## src/common/spi_reg_defines.svh

```systemverilog
`ifndef SPI_REG_DEFINES_SVH
`define SPI_REG_DEFINES_SVH

// frame geometry, one command byte plus one data byte
`define SPI_FRAME_BYTES 2

// bits shifted per selection, msb first
`define SPI_FRAME_BITS (8 * `SPI_FRAME_BYTES)

// implemented register addresses 0 .. REG_COUNT-1
`define REG_COUNT 8

// control registers sit below this address, status bytes from here up
`define REG_RO_BASE 6

// width of one register in bits
`define REG_WIDTH 8

`endif

```

## src/common/regmap_pkg.sv

```systemverilog
package regmap_pkg;

  `include "spi_reg_defines.svh"

  // address field of the command byte
  typedef logic [6:0] reg_addr_t;

  // one register value
  typedef logic [`REG_WIDTH-1:0] reg_data_t;

  // command byte, bit 7 write flag, bits 6:0 address
  typedef logic [7:0] reg_cmd_t;

  // decoder sequence per received frame
  typedef enum logic [1:0] {
    DEC_IDLE,     // waiting for frame_done
    DEC_ISSUE,    // write strobe and read address to bank
    DEC_RESPOND   // build next response frame
  } dec_state_t;

endpackage

```

## src/common/spi_pkg.sv

```systemverilog
package spi_pkg;

  `include "spi_reg_defines.svh"

  // one full frame as seen in the shift register
  typedef logic [`SPI_FRAME_BITS-1:0] spi_frame_t;

  // single byte within a frame
  typedef logic [7:0] spi_byte_t;

  // remaining mclk edges, two per bit
  // must hold 2 * SPI_FRAME_BITS, so 6 bits for a 16-bit frame
  typedef logic [5:0] spi_edge_cnt_t;

endpackage

```

## src/source/reg_bank.sv

```systemverilog
`timescale 1ns/1ps

`include "spi_reg_defines.svh"

module reg_bank (
  input  logic                  clk,
  input  logic                  rst_n,
  input  logic                  wr_en,
  input  regmap_pkg::reg_addr_t wr_addr,
  input  regmap_pkg::reg_data_t wr_data,
  input  regmap_pkg::reg_addr_t rd_addr,
  input  logic [`REG_WIDTH*(`REG_COUNT-`REG_RO_BASE)-1:0] status_in,   // byte 0 at addr 6
  output regmap_pkg::reg_data_t rd_data,
  output logic [`REG_WIDTH*`REG_RO_BASE-1:0]              reg_out      // ctrl 0 in low byte
);

  import regmap_pkg::*;

  localparam int NUM_CTRL = `REG_RO_BASE;
  localparam int NUM_STAT = `REG_COUNT - `REG_RO_BASE;

  reg_data_t  ctrl_q [NUM_CTRL];     // read/write control registers
  reg_data_t  stat_b [NUM_STAT];     // status bytes, split from status_in
  logic       wr_hit;                // write targets a control register
  logic       rd_ctrl;               // read from control range
  logic       rd_stat;               // read from status range
  logic [2:0] ctrl_idx_wr;
  logic [2:0] ctrl_idx_rd;
  logic [2:0] stat_idx;

  assign wr_hit  = wr_en && (wr_addr < reg_addr_t'(`REG_RO_BASE));   // status is read only
  assign rd_ctrl = (rd_addr < reg_addr_t'(`REG_RO_BASE));
  assign rd_stat = !rd_ctrl && (rd_addr < reg_addr_t'(`REG_COUNT));

  assign ctrl_idx_wr = wr_addr[2:0];
  assign ctrl_idx_rd = rd_addr[2:0];
  assign stat_idx    = rd_addr[2:0] - 3'(`REG_RO_BASE);   // 6 -> 0, 7 -> 1

  // control registers
  always_ff @(posedge clk) begin
    if (!rst_n) begin
      for (int i = 0; i < NUM_CTRL; i++) begin
        ctrl_q[i] <= '0;
      end
    end else if (wr_hit) begin
      ctrl_q[ctrl_idx_wr] <= wr_data;
    end
  end

  // flat views of control and status
  genvar g;
  generate
    for (g = 0; g < NUM_CTRL; g++) begin : g_ctrl_out
      assign reg_out[g*`REG_WIDTH +: `REG_WIDTH] = ctrl_q[g];
    end
    for (g = 0; g < NUM_STAT; g++) begin : g_stat_in
      assign stat_b[g] = status_in[g*`REG_WIDTH +: `REG_WIDTH];
    end
  endgenerate

  // read mux with write bypass
  always_comb begin
    rd_data = '0;   // unmapped addresses read zero
    if (rd_ctrl) begin
      if (wr_hit && (wr_addr == rd_addr)) begin
        rd_data = wr_data;   // same-cycle write seen by read
      end else begin
        rd_data = ctrl_q[ctrl_idx_rd];
      end
    end else if (rd_stat) begin
      rd_data = stat_b[stat_idx[0]];
    end
  end

endmodule

```

## src/source/spi_reg_top.sv

```systemverilog
`timescale 1ns/1ps

`include "spi_reg_defines.svh"

module spi_reg_top (
  input  logic clk,
  input  logic rst_n,
  input  logic cpol,
  input  logic cpha,
  input  logic select,     // spi chip select, active high
  input  logic mclk,
  input  logic mosi,
  output logic miso,
  output logic busy,       // frame in progress
  input  logic [`REG_WIDTH*(`REG_COUNT-`REG_RO_BASE)-1:0] status_in,  // addr 6 and 7
  output logic [`REG_WIDTH*`REG_RO_BASE-1:0]              reg_out     // control regs 0..5
);

  import spi_pkg::*;
  import regmap_pkg::*;

  spi_frame_t rx_frame;     // slave -> decoder
  spi_frame_t tx_frame;     // decoder -> slave
  logic       frame_done;
  logic       wr_en;        // decoder -> bank
  reg_addr_t  wr_addr;
  reg_data_t  wr_data;
  reg_addr_t  rd_addr;
  reg_data_t  rd_data;      // bank -> decoder

  spi_slave slave_i (
    .clk        (clk),
    .rst_n      (rst_n),
    .cpol       (cpol),
    .cpha       (cpha),
    .select     (select),
    .mclk       (mclk),
    .mosi       (mosi),
    .tx_frame   (tx_frame),
    .miso       (miso),
    .rx_frame   (rx_frame),
    .busy       (busy),
    .frame_done (frame_done)
  );

  spi_frame_decoder decoder_i (
    .clk        (clk),
    .rst_n      (rst_n),
    .rx_frame   (rx_frame),
    .frame_done (frame_done),
    .rd_data    (rd_data),
    .wr_en      (wr_en),
    .wr_addr    (wr_addr),
    .wr_data    (wr_data),
    .rd_addr    (rd_addr),
    .tx_frame   (tx_frame)
  );

  reg_bank bank_i (
    .clk       (clk),
    .rst_n     (rst_n),
    .wr_en     (wr_en),
    .wr_addr   (wr_addr),
    .wr_data   (wr_data),
    .rd_addr   (rd_addr),
    .status_in (status_in),
    .rd_data   (rd_data),
    .reg_out   (reg_out)
  );

endmodule

```

## src/spi/spi_frame_decoder.sv

```systemverilog
`timescale 1ns/1ps

module spi_frame_decoder (
  input  logic                  clk,
  input  logic                  rst_n,
  input  spi_pkg::spi_frame_t   rx_frame,    // frame from slave
  input  logic                  frame_done,  // rx_frame complete
  input  regmap_pkg::reg_data_t rd_data,     // combinational from bank
  output logic                  wr_en,
  output regmap_pkg::reg_addr_t wr_addr,
  output regmap_pkg::reg_data_t wr_data,
  output regmap_pkg::reg_addr_t rd_addr,
  output spi_pkg::spi_frame_t   tx_frame     // response for next selection
);

  import spi_pkg::*;
  import regmap_pkg::*;

  dec_state_t state_q;
  reg_cmd_t   cmd_q;       // command byte of last complete frame
  reg_data_t  data_q;      // write data of last complete frame
  spi_byte_t  rx_cmd;
  spi_byte_t  rx_data;
  logic       cmd_write;   // write flag of held command

  assign {rx_cmd, rx_data} = rx_frame;   // msb byte arrives first

  assign cmd_write = cmd_q[7];

  // bank ports straight from the held command
  assign wr_en   = (state_q == DEC_ISSUE) && cmd_write;   // single cycle strobe
  assign wr_addr = cmd_q[6:0];
  assign wr_data = data_q;
  assign rd_addr = cmd_q[6:0];   // kept through respond, so read sees the write

  // command capture, payload only
  always_ff @(posedge clk) begin
    if ((state_q == DEC_IDLE) && frame_done) begin
      cmd_q  <= rx_cmd;
      data_q <= rx_data;
    end
  end

  // issue / respond sequence
  always_ff @(posedge clk) begin
    if (!rst_n) begin
      state_q  <= DEC_IDLE;
      tx_frame <= '0;
    end else begin
      case (state_q)
        DEC_IDLE: begin
          if (frame_done) begin
            state_q <= DEC_ISSUE;
          end
        end
        DEC_ISSUE: begin
          state_q <= DEC_RESPOND;   // write lands at end of this cycle
        end
        DEC_RESPOND: begin
          tx_frame <= {cmd_q, rd_data};   // echo command plus read value
          state_q  <= DEC_IDLE;
        end
        default: begin
          state_q <= DEC_IDLE;
        end
      endcase
    end
  end

endmodule

```

## src/spi/spi_slave.sv

```systemverilog
`timescale 1ns/1ps

`include "spi_reg_defines.svh"

module spi_slave (
  input  logic               clk,        // at least 2x mclk
  input  logic               rst_n,
  input  logic               cpol,       // idle level of mclk
  input  logic               cpha,       // 0 sample on leading edge, 1 on trailing
  input  logic               select,     // active high chip select
  input  logic               mclk,
  input  logic               mosi,
  input  spi_pkg::spi_frame_t tx_frame,  // latched on start
  output logic               miso,
  output spi_pkg::spi_frame_t rx_frame,  // valid from frame_done to next start
  output logic               busy,
  output logic               frame_done  // one cycle after last edge
);

  import spi_pkg::*;

  localparam int FRAME_MSB = `SPI_FRAME_BITS - 1;

  logic [3:0]    sel_hist;     // select history, newest in bit 0
  logic [1:0]    mclk_hist;    // mclk history for edge detect
  logic          mosi_q;       // mosi aligned with mclk_hist[0]
  logic          start;
  logic          mclk_rise;
  logic          mclk_fall;
  logic          mclk_tick;    // any mclk edge
  logic          lead_edge;    // idle -> active
  logic          trail_edge;   // active -> idle
  logic          sample_edge;
  logic          setup_edge;
  spi_edge_cnt_t edge_cnt;     // edges left in this frame
  spi_frame_t    shift_q;      // tx out of msb, rx into lsb

  // input synchronizers
  always_ff @(posedge clk) begin
    if (!rst_n) begin
      sel_hist  <= '0;
      mclk_hist <= '0;
      mosi_q    <= 1'b0;
    end else begin
      sel_hist  <= {sel_hist[2:0], select};
      mclk_hist <= {mclk_hist[0], mclk};
      mosi_q    <= mosi;
    end
  end

  assign start = (sel_hist == 4'b0011);   // select high for two samples

  assign mclk_rise  = (mclk_hist == 2'b01);
  assign mclk_fall  = (mclk_hist == 2'b10);
  assign mclk_tick  = mclk_rise | mclk_fall;
  assign lead_edge  = cpol ? mclk_fall : mclk_rise;
  assign trail_edge = cpol ? mclk_rise : mclk_fall;
  // cpha picks which edge captures and which edge shifts out
  assign sample_edge = cpha ? trail_edge : lead_edge;
  assign setup_edge  = cpha ? lead_edge : trail_edge;

  assign busy = start | ((edge_cnt != '0) & sel_hist[0]);   // drops at once on deselect

  // edge counter and frame end
  always_ff @(posedge clk) begin
    if (!rst_n) begin
      edge_cnt   <= '0;
      frame_done <= 1'b0;
    end else if (start) begin
      edge_cnt   <= spi_edge_cnt_t'(2 * `SPI_FRAME_BITS);   // two edges per bit
      frame_done <= 1'b0;
    end else if (!busy) begin
      edge_cnt   <= '0;           // aborted or finished frame
      frame_done <= 1'b0;
    end else if (mclk_tick) begin
      edge_cnt   <= edge_cnt - 1'b1;
      frame_done <= (edge_cnt == spi_edge_cnt_t'(1));   // last edge of frame
    end else begin
      frame_done <= 1'b0;
    end
  end

  // shift register, loaded with response then filled with mosi
  always_ff @(posedge clk) begin
    if (start) begin
      shift_q <= tx_frame;
    end else if (busy && sample_edge) begin
      shift_q <= {shift_q[FRAME_MSB-1:0], mosi_q};
    end
  end

  assign rx_frame = shift_q;

  // miso holds its value while deselected
  always_ff @(posedge clk) begin
    if (!rst_n) begin
      miso <= 1'b0;
    end else if (start) begin
      miso <= tx_frame[FRAME_MSB];   // first bit ready before first edge
    end else if (busy && setup_edge) begin
      miso <= shift_q[FRAME_MSB];
    end
  end

endmodule

```

## config.mk

```make
export PLATFORM = sky130hd
export DESIGN_NAME = spi_reg_top
export DESIGN_NICKNAME = d
export VERILOG_FILES = /design/src/common/regmap_pkg.sv /design/src/common/spi_pkg.sv /design/src/source/reg_bank.sv /design/src/source/spi_reg_top.sv /design/src/spi/spi_frame_decoder.sv /design/src/spi/spi_slave.sv
export VERILOG_INCLUDE_DIRS = /design/src /design/src/common
export SDC_FILE = /design/constraint.sdc
export NUM_CORES = 1
export LEC_CHECK = 0
export ABC_AREA = 1
export BUFFER_PORTS_ARGS = -buffer_cell sky130_fd_sc_hd__buf_2
export CAP_MARGIN = 20
export CORE_MARGIN = 5
export CORE_UTILIZATION = 45
export DETAILED_ROUTE_END_ITERATION = 10
export HOLD_SLACK_MARGIN = 0.15
export SYNTH_ARGS = -nofsm -noshare
export SYNTH_HDL_FRONTEND = slang
export SYNTH_SLANG_ARGS = --single-unit
```

## constraint.sdc

```tcl
create_clock -name clk -period 2.7 [get_ports clk]
set_input_delay 0.54 -clock clk [delete_from_list [all_inputs] [get_ports clk]]
set_output_delay 0.54 -clock clk [all_outputs]
set_load 0.02 [all_outputs]
```

# Word-level counts from Yosys, hierarchy flattened
# Memories as Yosys holds them, arrays and structs flattened. A register that Yosys moved wholly into a read port is not among the register bits.
# Index checks and enable logic that the tools add are counted.
# totals
regBits,65
mem_bits_rw,48
in_bits,23
out_inout_bits,50
wordCells,74
memories,1
# op_classes
addsub,2
n_lt_le_gt_ge,3
eq_ne,8
mux,27
bitwise,7
n_reduce_logical,14
# mem_list
memory,depth,width,read_ports,rd_ports_with_merged_regs,wr,line,text
bank_i.ctrl_q,6,8,7,1,6,reg_bank.sv:22,reg_data_t ctrl_q [NUM_CTRL];
# ops
cell,count
two-way mux 8 bit,7
two-way mux 16 bit,2
two-way mux 6 bit,3
two-way mux 1 bit,11
OR reduction 8 bit,1
< comparator 7 x 3 -> 1 bit (second input constant),1
< comparator 7 x 4 -> 1 bit (second input constant),1
== test 6 x 1 -> 1 bit (second input constant),1
logical AND 1 bit,6
two-way mux 3 bit,2
nonzero test 6 bit,1
subtractor 6 x 1 -> 6 bit (second input constant),1
== test 2 x 1 -> 1 bit (second input constant),2
== test 2 bit (second input constant),2
== test 4 x 2 -> 1 bit (second input constant),1
case mux 2 bit (2 select lines),1
nonzero test 2 bit,2
OR reduction 4 bit,1
inequality test 3 bit (second input constant),1
inverter 1 bit,3
OR reduction 3 bit,1
>= comparator 2 bit (second input constant),1
logical NOT 2 bit,1
two-way mux 2 bit,1
6 further kinds,7

# Longest topological paths before layout
# Gate-level depths: netlist of the first run.
# logic_depth
depth_word,8
depth_mapped,9
depth_no_buf,9

# Modules after synthesis
# Synthesis of the first run repeated with hierarchy kept, for this count alone.
# unflattened
cells_unflattened,696
area_unflattened_um2,6177.2
# by_module_without_submodules
module,n_inst,cells_each,area_each_um2,seq_area_each_um2
reg_bank,1,382,3393.3,1921.8
spi_slave,1,170,1425.1,780.7
spi_frame_decoder,1,144,1358.8,840.8

# Worst setup path before layout of the first run
# No wires, ideal clock.
# synth_timing
path_kind,in2reg
from,input cpol
to,"register slave_i.shift_q[0], in the netlist slave_i.rx_frame[0] (enable)"
setup_ps,411
arrival_ps,2006
required_ps,2289
setup_slack_ps,283
stages,3
n_path_buf,0
cell_sequence,o21ai_0 > mux2i_1 > o21ai_0
# synth_via
elab_chain_cells,4
word_cells_on_any_way,5
classes_between,3 x mux; 2 x reduce/logical
# synth_lines
item,line,text
start: declaration,spi_reg_top.sv:8,"input logic cpol,"
two-way mux 1 bit (on tied branches),"spi_slave.sv:56, spi_slave.sv:57",
two-way mux 1 bit (*),spi_slave.sv:59,assign sample_edge = cpha ? trail_edge : lead_edge;
logical AND 1 bit (*),spi_slave.sv:87,end else if (busy && sample_edge) begin
nonzero test 2 bit (no line) (*),n/a,
end signal: assignment,spi_slave.sv:86,shift_q <= tx_frame;
end signal: assignment,spi_slave.sv:88,"shift_q <= {shift_q[FRAME_MSB-1:0], mosi_q};"
end: declaration,spi_slave.sv:36,spi_frame_t shift_q;
# Every way passes the cells marked *; elsewhere a longest branch is shown, timed or not.
# A chain may end at the register's enable or synchronous reset.

# Worst setup path after layout of the first run
# layout_timing
from,register slave_i.edge_cnt[2]
to,output busy
# layout_via
elab_chain_cells,3
# layout_lines
item,line,text
start: declaration,spi_slave.sv:35,spi_edge_cnt_t edge_cnt;
start signal: assignment,spi_slave.sv:70,edge_cnt <= spi_edge_cnt_t'(2 * `SPI_FRAME_BITS);
start signal: assignment,spi_slave.sv:76,edge_cnt <= edge_cnt - 1'b1;
nonzero test 6 bit,spi_slave.sv:62,assign busy = start | ((edge_cnt != '0) & sel_hist[0]);
bitwise AND 1 bit,spi_slave.sv:62,
OR 1 bit,spi_slave.sv:62,
end: declaration,spi_reg_top.sv:14,"output logic busy,"
# Every way passes these cells.

==> impl_metrics.toml, run 1 <==
[status]
status = "completed"

[clock_network]
cts_hold_buf = 0
clk-insertion-delay-late_ps = 420
cts-htree-levels = 4
cts_made_buffers = 17
clk_pin_slew_worst_paths_ps = 50
cts_resized = 0
clock_path_buffers = 2
clock_sinks = 132
cts_tree = "done"
cts_setup_buffers = 0
ctsRootBufferMaster = "clkbuf_16"

[power_and_ir_drop]
powerDensity_nw_per_um2 = 709
vdd_drop_max_v = 0.000416
p_leak_nw = 2.98

[sta]
clock_skew_ps = 6.66
slew_viol_final = 0
setup_viol = 0
rsz0062_at_grt = "no"
finalHoldViolCount = 0
worst_pin_slew_ps = 637
min_period_ps = 2160
worst_slew_margin_rel = 0.575
fmax_ghz = 0.463
finalCritPeriodShare = 0.800
tns_ps = 0

[setup_path]
cp_data_arrival_time_ps = 1620
ff2ff_path_depth = 7
critical_path_class = "reg -> out"
crit_fanout = 4
endpoint_kind = "primary output"
required_ps = 2160
critPathLaunchType = "register"

[synth]
yosys_warnings = 0
yosys.area_share.simple = 0.238
synth_top_family_by_area = "simple AND/OR/NAND/NOR gates"
synth_xor_area_frac = 0.00463
synth-seq-cells = 132
synthMuxAreaShare = 0.00176
netlist_area_sq_um = 5670
synth_cell_types = 28
ys_seq_area_frac = 0.635
synth_top_cell_area_share = 0.508
synth_cells = 596
synth-compound-area-share = 0.0571
synth_adder_area_share = 0.00882
synthTopCellsByArea = "edfxtp_1, dfxtp_1, nand2_1, nand3_1, nor2_1"
yosysTopAreaCell = "edfxtp_1"
synth.avg_cell_area_sq_um = 9.52

[min_path]
min_path_cells = 3
hp-class = "in -> reg"

[global_route]
grt_overflow = 0
first_global_vias = 4097
grt_util_all_layers = 0.192
grt_max_degree = 33
antenna_found_initial = 0
grt_pass1_wl_mm = 21.4

[routing]
drtAntennaViolNets = 0
avgViaCountPerCell = 4.92
first_pass_iters = 5
routedWlPerCell_microns = 15.8
drt-initial-drc-count = 304
vias = 4286
wl_mm = 13.8
drc = 0

[floorplanning]
fp.dieArea_sq_um = 14900
die_h_microns = 122
start_util = 0.455
rows = 41
io_pins = 73
core_sq_um = 12500
die_width_microns = 122

[placed_design]
io_buffers = 72
finalWeightedCongestion = 0.912
dp.cells = 839
dp_hpwl_mm = 10.1

[finish]
diodes = 0
area_growth_pct = 21.5
num-nets-final = 713
multi_input_area_sq_um = 1820
ff_latch_area_sq_um = 3600
drive_gt1_frac = 0.176
finalNonFillerCells = 871
nFillCells = 1164

[job]
drv_cap = 0
-- stage by stage --
stage	hold WS [ps]	util	total power [mW]	cell area, sq um	setup slack, ps
after floorplan	407	-	2.39	5730	283
after global placement	410	0.502	2.46	6250	675
after detailed placement	415	0.502	2.47	6250	581
after CTS	280	0.553	4.93	6890	508
after global routing	287	0.553	5.04	6890	398
final	301	0.553	4.89	6890	540
-- layout by cell type (no fill, tap or decap), drive strengths merged --
master and instances:
bufinv 5, o21ai 28, conb 16, clkinv 7
nand2 167, nand3 70, ha 4, mux2i 1
o31ai 1, dfxtp 36, or2 1, buf 79
nor2 78, clkinvlp 4, xor2 2, edfxtp 96
a21oi 33, nand4 1, xnor2 1, inv 52
clkbuf 17
-- metal layers --
layer	global-route usage	wire, microns	vias to the layer above
met5	0	0	-
met4	0.0854	314	0
met3	0.0429	763	20
met2	0.302	6520	143
met1	0.257	6170	1995
li1	-	-	2128
-- cell usage after synthesis --
cell type	number
buf_6	1
ha_1	4
or2_2	1
nand2_2	1
inv_1	50
xor2_1	2
o21ai_4	1
buf_1	1
buf_4	1
buf_2	5
dfxtp_1	36
nand3_1	63
o21ai_0	27
nand4_1	1
nand3_4	2
nand2_1	166
clkbuf_1	15
nor2_1	77
nor2_8	1
mux2i_1	1
xnor2_1	1
nand3_2	5
edfxtp_1	96
o31ai_1	1
clkinv_1	1
conb_1	1
a21oi_1	33
inv_2	2
-- path summary, 6_finish.rpt --
path	from	to	slack, ps
worst min register to register	slave_i.sel_hist[2]	slave_i.sel_hist[3]	430
worst max register to register	decoder_i.cmd_q[1]	bank_i.ctrl_q[3][5]	540
worst max-delay path	slave_i.edge_cnt[2]	busy	540
worst min-delay path	mosi	slave_i.mosi_q	300
-- where the power goes --
group / switching (mW) / internal, mW / total, mW / leakage (nW)
sequential: 0.0276 / 2.21 / 2.24 / 1.21
combinational: 0.124 / 0.0594 / 0.183 / 1.47
clock: 0.839 / 1.63 / 2.46 / 0.302
-- area by class of cell --
type / instances / area share
multi-input cells: 403 / 0.264
clock buffers: 17 / 0.0617
well taps: 172 / 0.0312
clock inverters: 15 / 0.0309
inverters: 53 / 0.0289
repair buffers: 79 / 0.0599
flip-flops and latches: 132 / 0.523
-- critical path, stage by stage (launching register included) --
cell and delay (ps):
dfxtp_1 330, or2_2 310, inv_1 70, nand3_1 110, nand2_1 100, nand2_1 100
buf_2 180
-- registers in the layout (all words and copies together) (netlist names), named ones only --
name,flops
decoder_i.state_q,2
decoder_i.wr_data,8
slave_i.frame_done,1
slave_i.sel_hist,4
slave_i.mosi_q,1
slave_i.miso,1
slave_i.edge_cnt,6
slave_i.mclk_hist,2
bank_i.ctrl_q,64
decoder_i.tx_frame,16
decoder_i.cmd_q,8
slave_i.rx_frame,16
-- cells by family after synthesis --
kind of cell,after synthesis
other,1
XOR/XNOR,3
buffers and inverters,76
AND/OR/NAND/NOR,317
multiplexers,1
adder cells (fa/ha/maj),4
AO/OA/AOI/OAI,62
flip-flops,132
Power figures use the tool's default switching activity.
==> run 2, diff against run 1 <==
clock period = 2.12 ns   (was 2.7 ns; I/O delays follow)
==> run 2 against run 1 <==
Die area stayed put. Cell area hardly changed. Largest cell class unchanged. Non-clock buffer count is 8 higher. Largest power group is now registers. Routed wire length is 1.1% lower. Combinational power is 28% higher. Count of clock-buffer cells in the layout is 1 higher. Register-to-register slack worse by 330 ps.
==> impl_metrics.toml, run 2 (synthesis results as in run 1) <==
[status]
status = "completed"

[sta]
rsz0062_at_grt = "no"
clock_skew_ps = 4.30
tns_ps = 0
worst_pin_slew_ps = 620
fmax_ghz = 0.492
min_period_ps = 2030
setup_viol = 0
worst_slew_margin_rel = 0.586
finalCritPeriodShare = 0.959
slew_viol_final = 0
holdWs_ps = 191
finalHoldViolCount = 0

[clock_network]
cts_tree = "done"
cts_setup_buffers = 0
cts-htree-levels = 4
clock_sinks = 132
cts_hold_buf = 0
cts_made_buffers = 17
ctsRootBufferMaster = "clkbuf_16"
clk_pin_slew_worst_paths_ps = 50
clk-insertion-delay-late_ps = 410
clock_path_buffers = 2
cts_resized = 0

[routing]
drtAntennaViolNets = 0
drt-initial-drc-count = 290
first_pass_iters = 5
wl_mm = 13.6
drc = 0
routedWlPerCell_microns = 15.5
vias = 4319
avgViaCountPerCell = 4.91

[placed_design]
io_buffers = 72
dp_hpwl_mm = 10.2
finalWeightedCongestion = 0.926

[global_route]
grt_pass1_wl_mm = 21.5
grt_max_degree = 33
met2_usage = 0.297
met1_usage = 0.259
first_global_vias = 4179
antenna_found_initial = 0
grt_busiest_layer = "met2"
grt_overflow = 0
grt_util_all_layers = 0.191
use_met3 = 0.0410

[finish]
regMostFlops = "bank_i.ctrl_q"
largest_reg_flops = 64
drive_gt1_frac = 0.180
num-nets-final = 721
mostFrequentLayoutCells = "nand2_1, edfxtp_1, nor2_1"
mostFrequentLayoutCell = "nand2_1"
diodes = 0
area_growth_pct = 21.6

[floorplanning]
die_h_microns = 122
io_pins = 73
core_sq_um = 12500
start_util = 0.455
die_width_microns = 122
fp.dieArea_sq_um = 14900
rows = 41

[setup_path]
rrSetupSlack_ps = 210
cp_data_arrival_time_ps = 1610
endpoint_kind = "primary output"
critical_path_class = "reg -> out"
crit_top_cell = "nand2_1"
crit_fanout = 4
critPathBufInv = 2
crit_slowest_cell = "dfxtp_1"
cpLargestDelayFamily = "simple AND/OR/NAND/NOR gates"
critPathLaunchType = "register"
crit_path_max_incr_delay_ps = 320
cp_cell_sequence = "or2_2 > inv_1 > nand3_1 > nand2_1 > nand2_1 > buf_2"
required_ps = 1700

[power_and_ir_drop]
powerDensity_nw_per_um2 = 858
vdd_drop_max_v = 0.000420
power_mw = 5.92
p_leak_nw = 3.01

[job]
drv_cap = 0

[min_path]
hp-class = "in -> reg"
-- run 2: cell types whose count changed in the layout (fill, tap and decap cells not counted), sizes merged --
cell / previous run / this run
clkbuf: 17 / 18
buf: 79 / 87
clkinv: 7 / 11
bufinv: 5 / 3
clkinvlp: 4 / 1
-- run 2: routing by layer --
metal	up-vias	wire, microns
met4	0	305
met3	23	737
met1	2013	6260
li1	2146	-
met2	137	6320
met5	-	0
-- run 2: final timing paths --
check,start,endpoint,cells past startpoint
setup / recovery,slave_i.edge_cnt[2],busy,6
hold / removal,mosi,slave_i.mosi_q,3
setup reg to reg,decoder_i.cmd_q[3],bank_i.ctrl_q[1][7],7
hold reg to reg,slave_i.sel_hist[2],slave_i.sel_hist[3],2
-- run 2: area by class of cell --
class,instances,area (sq um)
clock buffers,18,429
fillers,1158,5570
repair buffers,87,485
inverters,53,199
well taps,172,215
multi-input cells,403,1820
flip-flops and latches,132,3600
clock inverters,14,143
-- run 2: worst register-to-register path, stage by stage (launching register included) --
cell	delay, ps
edfxtp_1	390
nor2_1	190
nand3_2	120
inv_2	80
nand2_2	130
o21ai_4	200
nand3_2	170
nand2_1	300
-- run 2: through the flow --
step	util	worst slack [ps]	area (sq um)	cells
after floorplan	-	162	5730	611
after global placement	0.507	274	6320	847
after detailed placement	0.507	209	6320	847
after CTS	0.553	82.6	6900	879
after global routing	0.553	11.0	6900	879
final	0.553	86.2	6900	879
-- run 2: where the power goes --
part           switching [mW]  leakage (nW)  internal (mW)
combinational           0.158          1.51         0.0769
sequential             0.0345          1.21           2.82
clock                    1.02         0.283           1.81
total                    1.21          3.01           4.71
==> run 3, diff against run 2 <==
CORE_UTILIZATION = 55   (was 45)
PLACE_DENSITY = 0.76   (was unset)
==> run 3 against run 2 <==
Routed wire length is 0.16% higher. Global-route usage rose by 3.6 points. Clock power down 2%. Sequential cell count stayed put. Count of clock-buffer cells in the layout grew 1. First-iteration DRC count rose by 64%. Critical path depth did not move. Via count increased by 4.9%.
==> impl_metrics.toml, run 3 (synthesis results as in run 1) <==
[status]
status = "completed"

[placed_design]
dp_hpwl_mm = 9.74
finalWeightedCongestion = 0.937
io_buffers = 72
post-place-ws_ps = 180
dp.cells = 811

[clock_network]
cts_tree = "done"
clock_sinks = 132
clk_pin_slew_worst_paths_ps = 60
ctsRootBufferMaster = "clkbuf_8"
clk-insertion-delay-late_ps = 530
clock_path_buffers = 2
cts_made_buffers = 17
cts-htree-levels = 4

[setup_path]
cp_cell_sequence = "or2_2 > inv_2 > nand3_2 > nand2_2 > nand2_4 > buf_6"
required_ps = 1700
critPathBufInv = 2
endpoint_kind = "primary output"
crit_path_max_incr_delay_ps = 330
crit_fanout = 4
crit_slowest_cell = "dfxtp_2"
cp_data_arrival_time_ps = 1630
critical_path_class = "reg -> out"
critPathLaunchType = "register"
cpLargestDelayFamily = "simple AND/OR/NAND/NOR gates"

[sta]
tns_ps = 0
clock_skew_ps = 17.2
finalCritPeriodShare = 0.967
slew_viol_final = 0
fmax_ghz = 0.488
worst_slew_margin_rel = 0.563
setup_viol = 0
worst_pin_slew_ps = 654
finalHoldViolCount = 0
min_period_ps = 2050
timing.final.ws_setup_ps = 70.9

[finish]
drive_gt1_frac = 0.195
diodes = 0
nFillCells = 791
largest_reg_flops = 64
area_growth_pct = 21.9
mostFrequentLayoutCells = "nand2_1, edfxtp_1, nor2_1"
regMostFlops = "bank_i.ctrl_q"
finalNonFillerCells = 848
ff_latch_area_sq_um = 3610
multi_input_area_sq_um = 1840
mostFrequentLayoutCell = "nand2_1"
utilization = 0.679
num-nets-final = 726

[routing]
drt-initial-drc-count = 476
avgViaCountPerCell = 5.34
vias = 4532
routedWlPerCell_microns = 16.1
drtAntennaViolNets = 0
first_pass_iters = 5
wl_mm = 13.6
drc = 0

[floorplanning]
die_h_microns = 112
die_width_microns = 112
fp.dieArea_sq_um = 12400
core_sq_um = 10200
start_util = 0.557
rows = 37
io_pins = 73

[power_and_ir_drop]
switchingPower_mw = 1.25
vdd_drop_max_v = 0.000682
switching_share = 0.213
pwr-share-comb = 0.041
intPower_mw = 4.62
power_frac_seq = 0.485
p_leak_nw = 3.02
power_mw = 5.88
powerDensity_nw_per_um2 = 850
p_clk_frac = 0.474

[min_path]
hp-class = "in -> reg"

[global_route]
grt_overflow = 0
first_global_vias = 4385
grt_max_degree = 33
antenna_found_initial = 0
grt_pass1_wl_mm = 22.1
grt_util_all_layers = 0.227

[job]
drv_cap = 0
## run 3: cell type report
cell class / instances / share of cell area
sequential: 132 / 0.522
multi-input combinational: 403 / 0.266
timing repair buffer: 92 / 0.0758
clock buffer: 19 / 0.0639
inverter: 53 / 0.0288
tap: 136 / 0.0246
clock inverter: 13 / 0.0192
## run 3: metrics by stage
stage | hold WS (ps) | cell area, sq um
after floorplan | 407 | 5730
after global placement | 412 | 6270
after detailed placement | 419 | 6270
after CTS | 291 | 6890
after global routing | 320 | 6910
final | 301 | 6910
## run 3: final timing paths
check	endpoint	slack, ps	depth (start not counted)	startpoint
setup / recovery	busy	70	6	slave_i.edge_cnt[2]
hold / removal	decoder_i.tx_frame[6]	300	5	status_in[6]
setup reg to reg	bank_i.ctrl_q[1][0]	170	7	decoder_i.cmd_q[5]
hold reg to reg	slave_i.sel_hist[3]	430	2	slave_i.sel_hist[2]
## run 3: worst register-to-register path, stage by stage, from the launching register on
cell	delay (ps)
edfxtp_1	410
nor2_1	180
nand3_2	110
inv_2	90
nand3_2	110
nor2_1	220
nand3_2	200
nand2_1	310
## run 3: timing repair
item / in CTS / in global routing
setup endpoints to repair: 1 / 9
pin swaps: 1 / 1
endpoints found under the hold margin: 3 / 0
buffers inserted: 1 / 1
hold buffers: 3 / 0
resized for setup: 5 / 5
## run 3: layer usage
metal / part of all wire / vias up / global-route usage
li1: - / 2159 / -
met1: 0.43 / 2128 / 0.305
met2: 0.48 / 219 / 0.360
met3: 0.080 / 26 / 0.0587
met4: 0.018 / 0 / 0.0779
met5: 0 / - / 0
## run 3: power by group through the flow
| stage | clock network, mW | logic [mW] | registers [mW] |
|---|---|---|---|
| floorplan | 0 | 0.0864 | 2.95 |
| global placement | 0 | 0.229 | 2.90 |
| detailed placement | 0 | 0.234 | 2.90 |
| CTS | 2.80 | 0.240 | 2.85 |
| global route | 2.93 | 0.266 | 2.86 |
| finish | 2.78 | 0.242 | 2.85 |
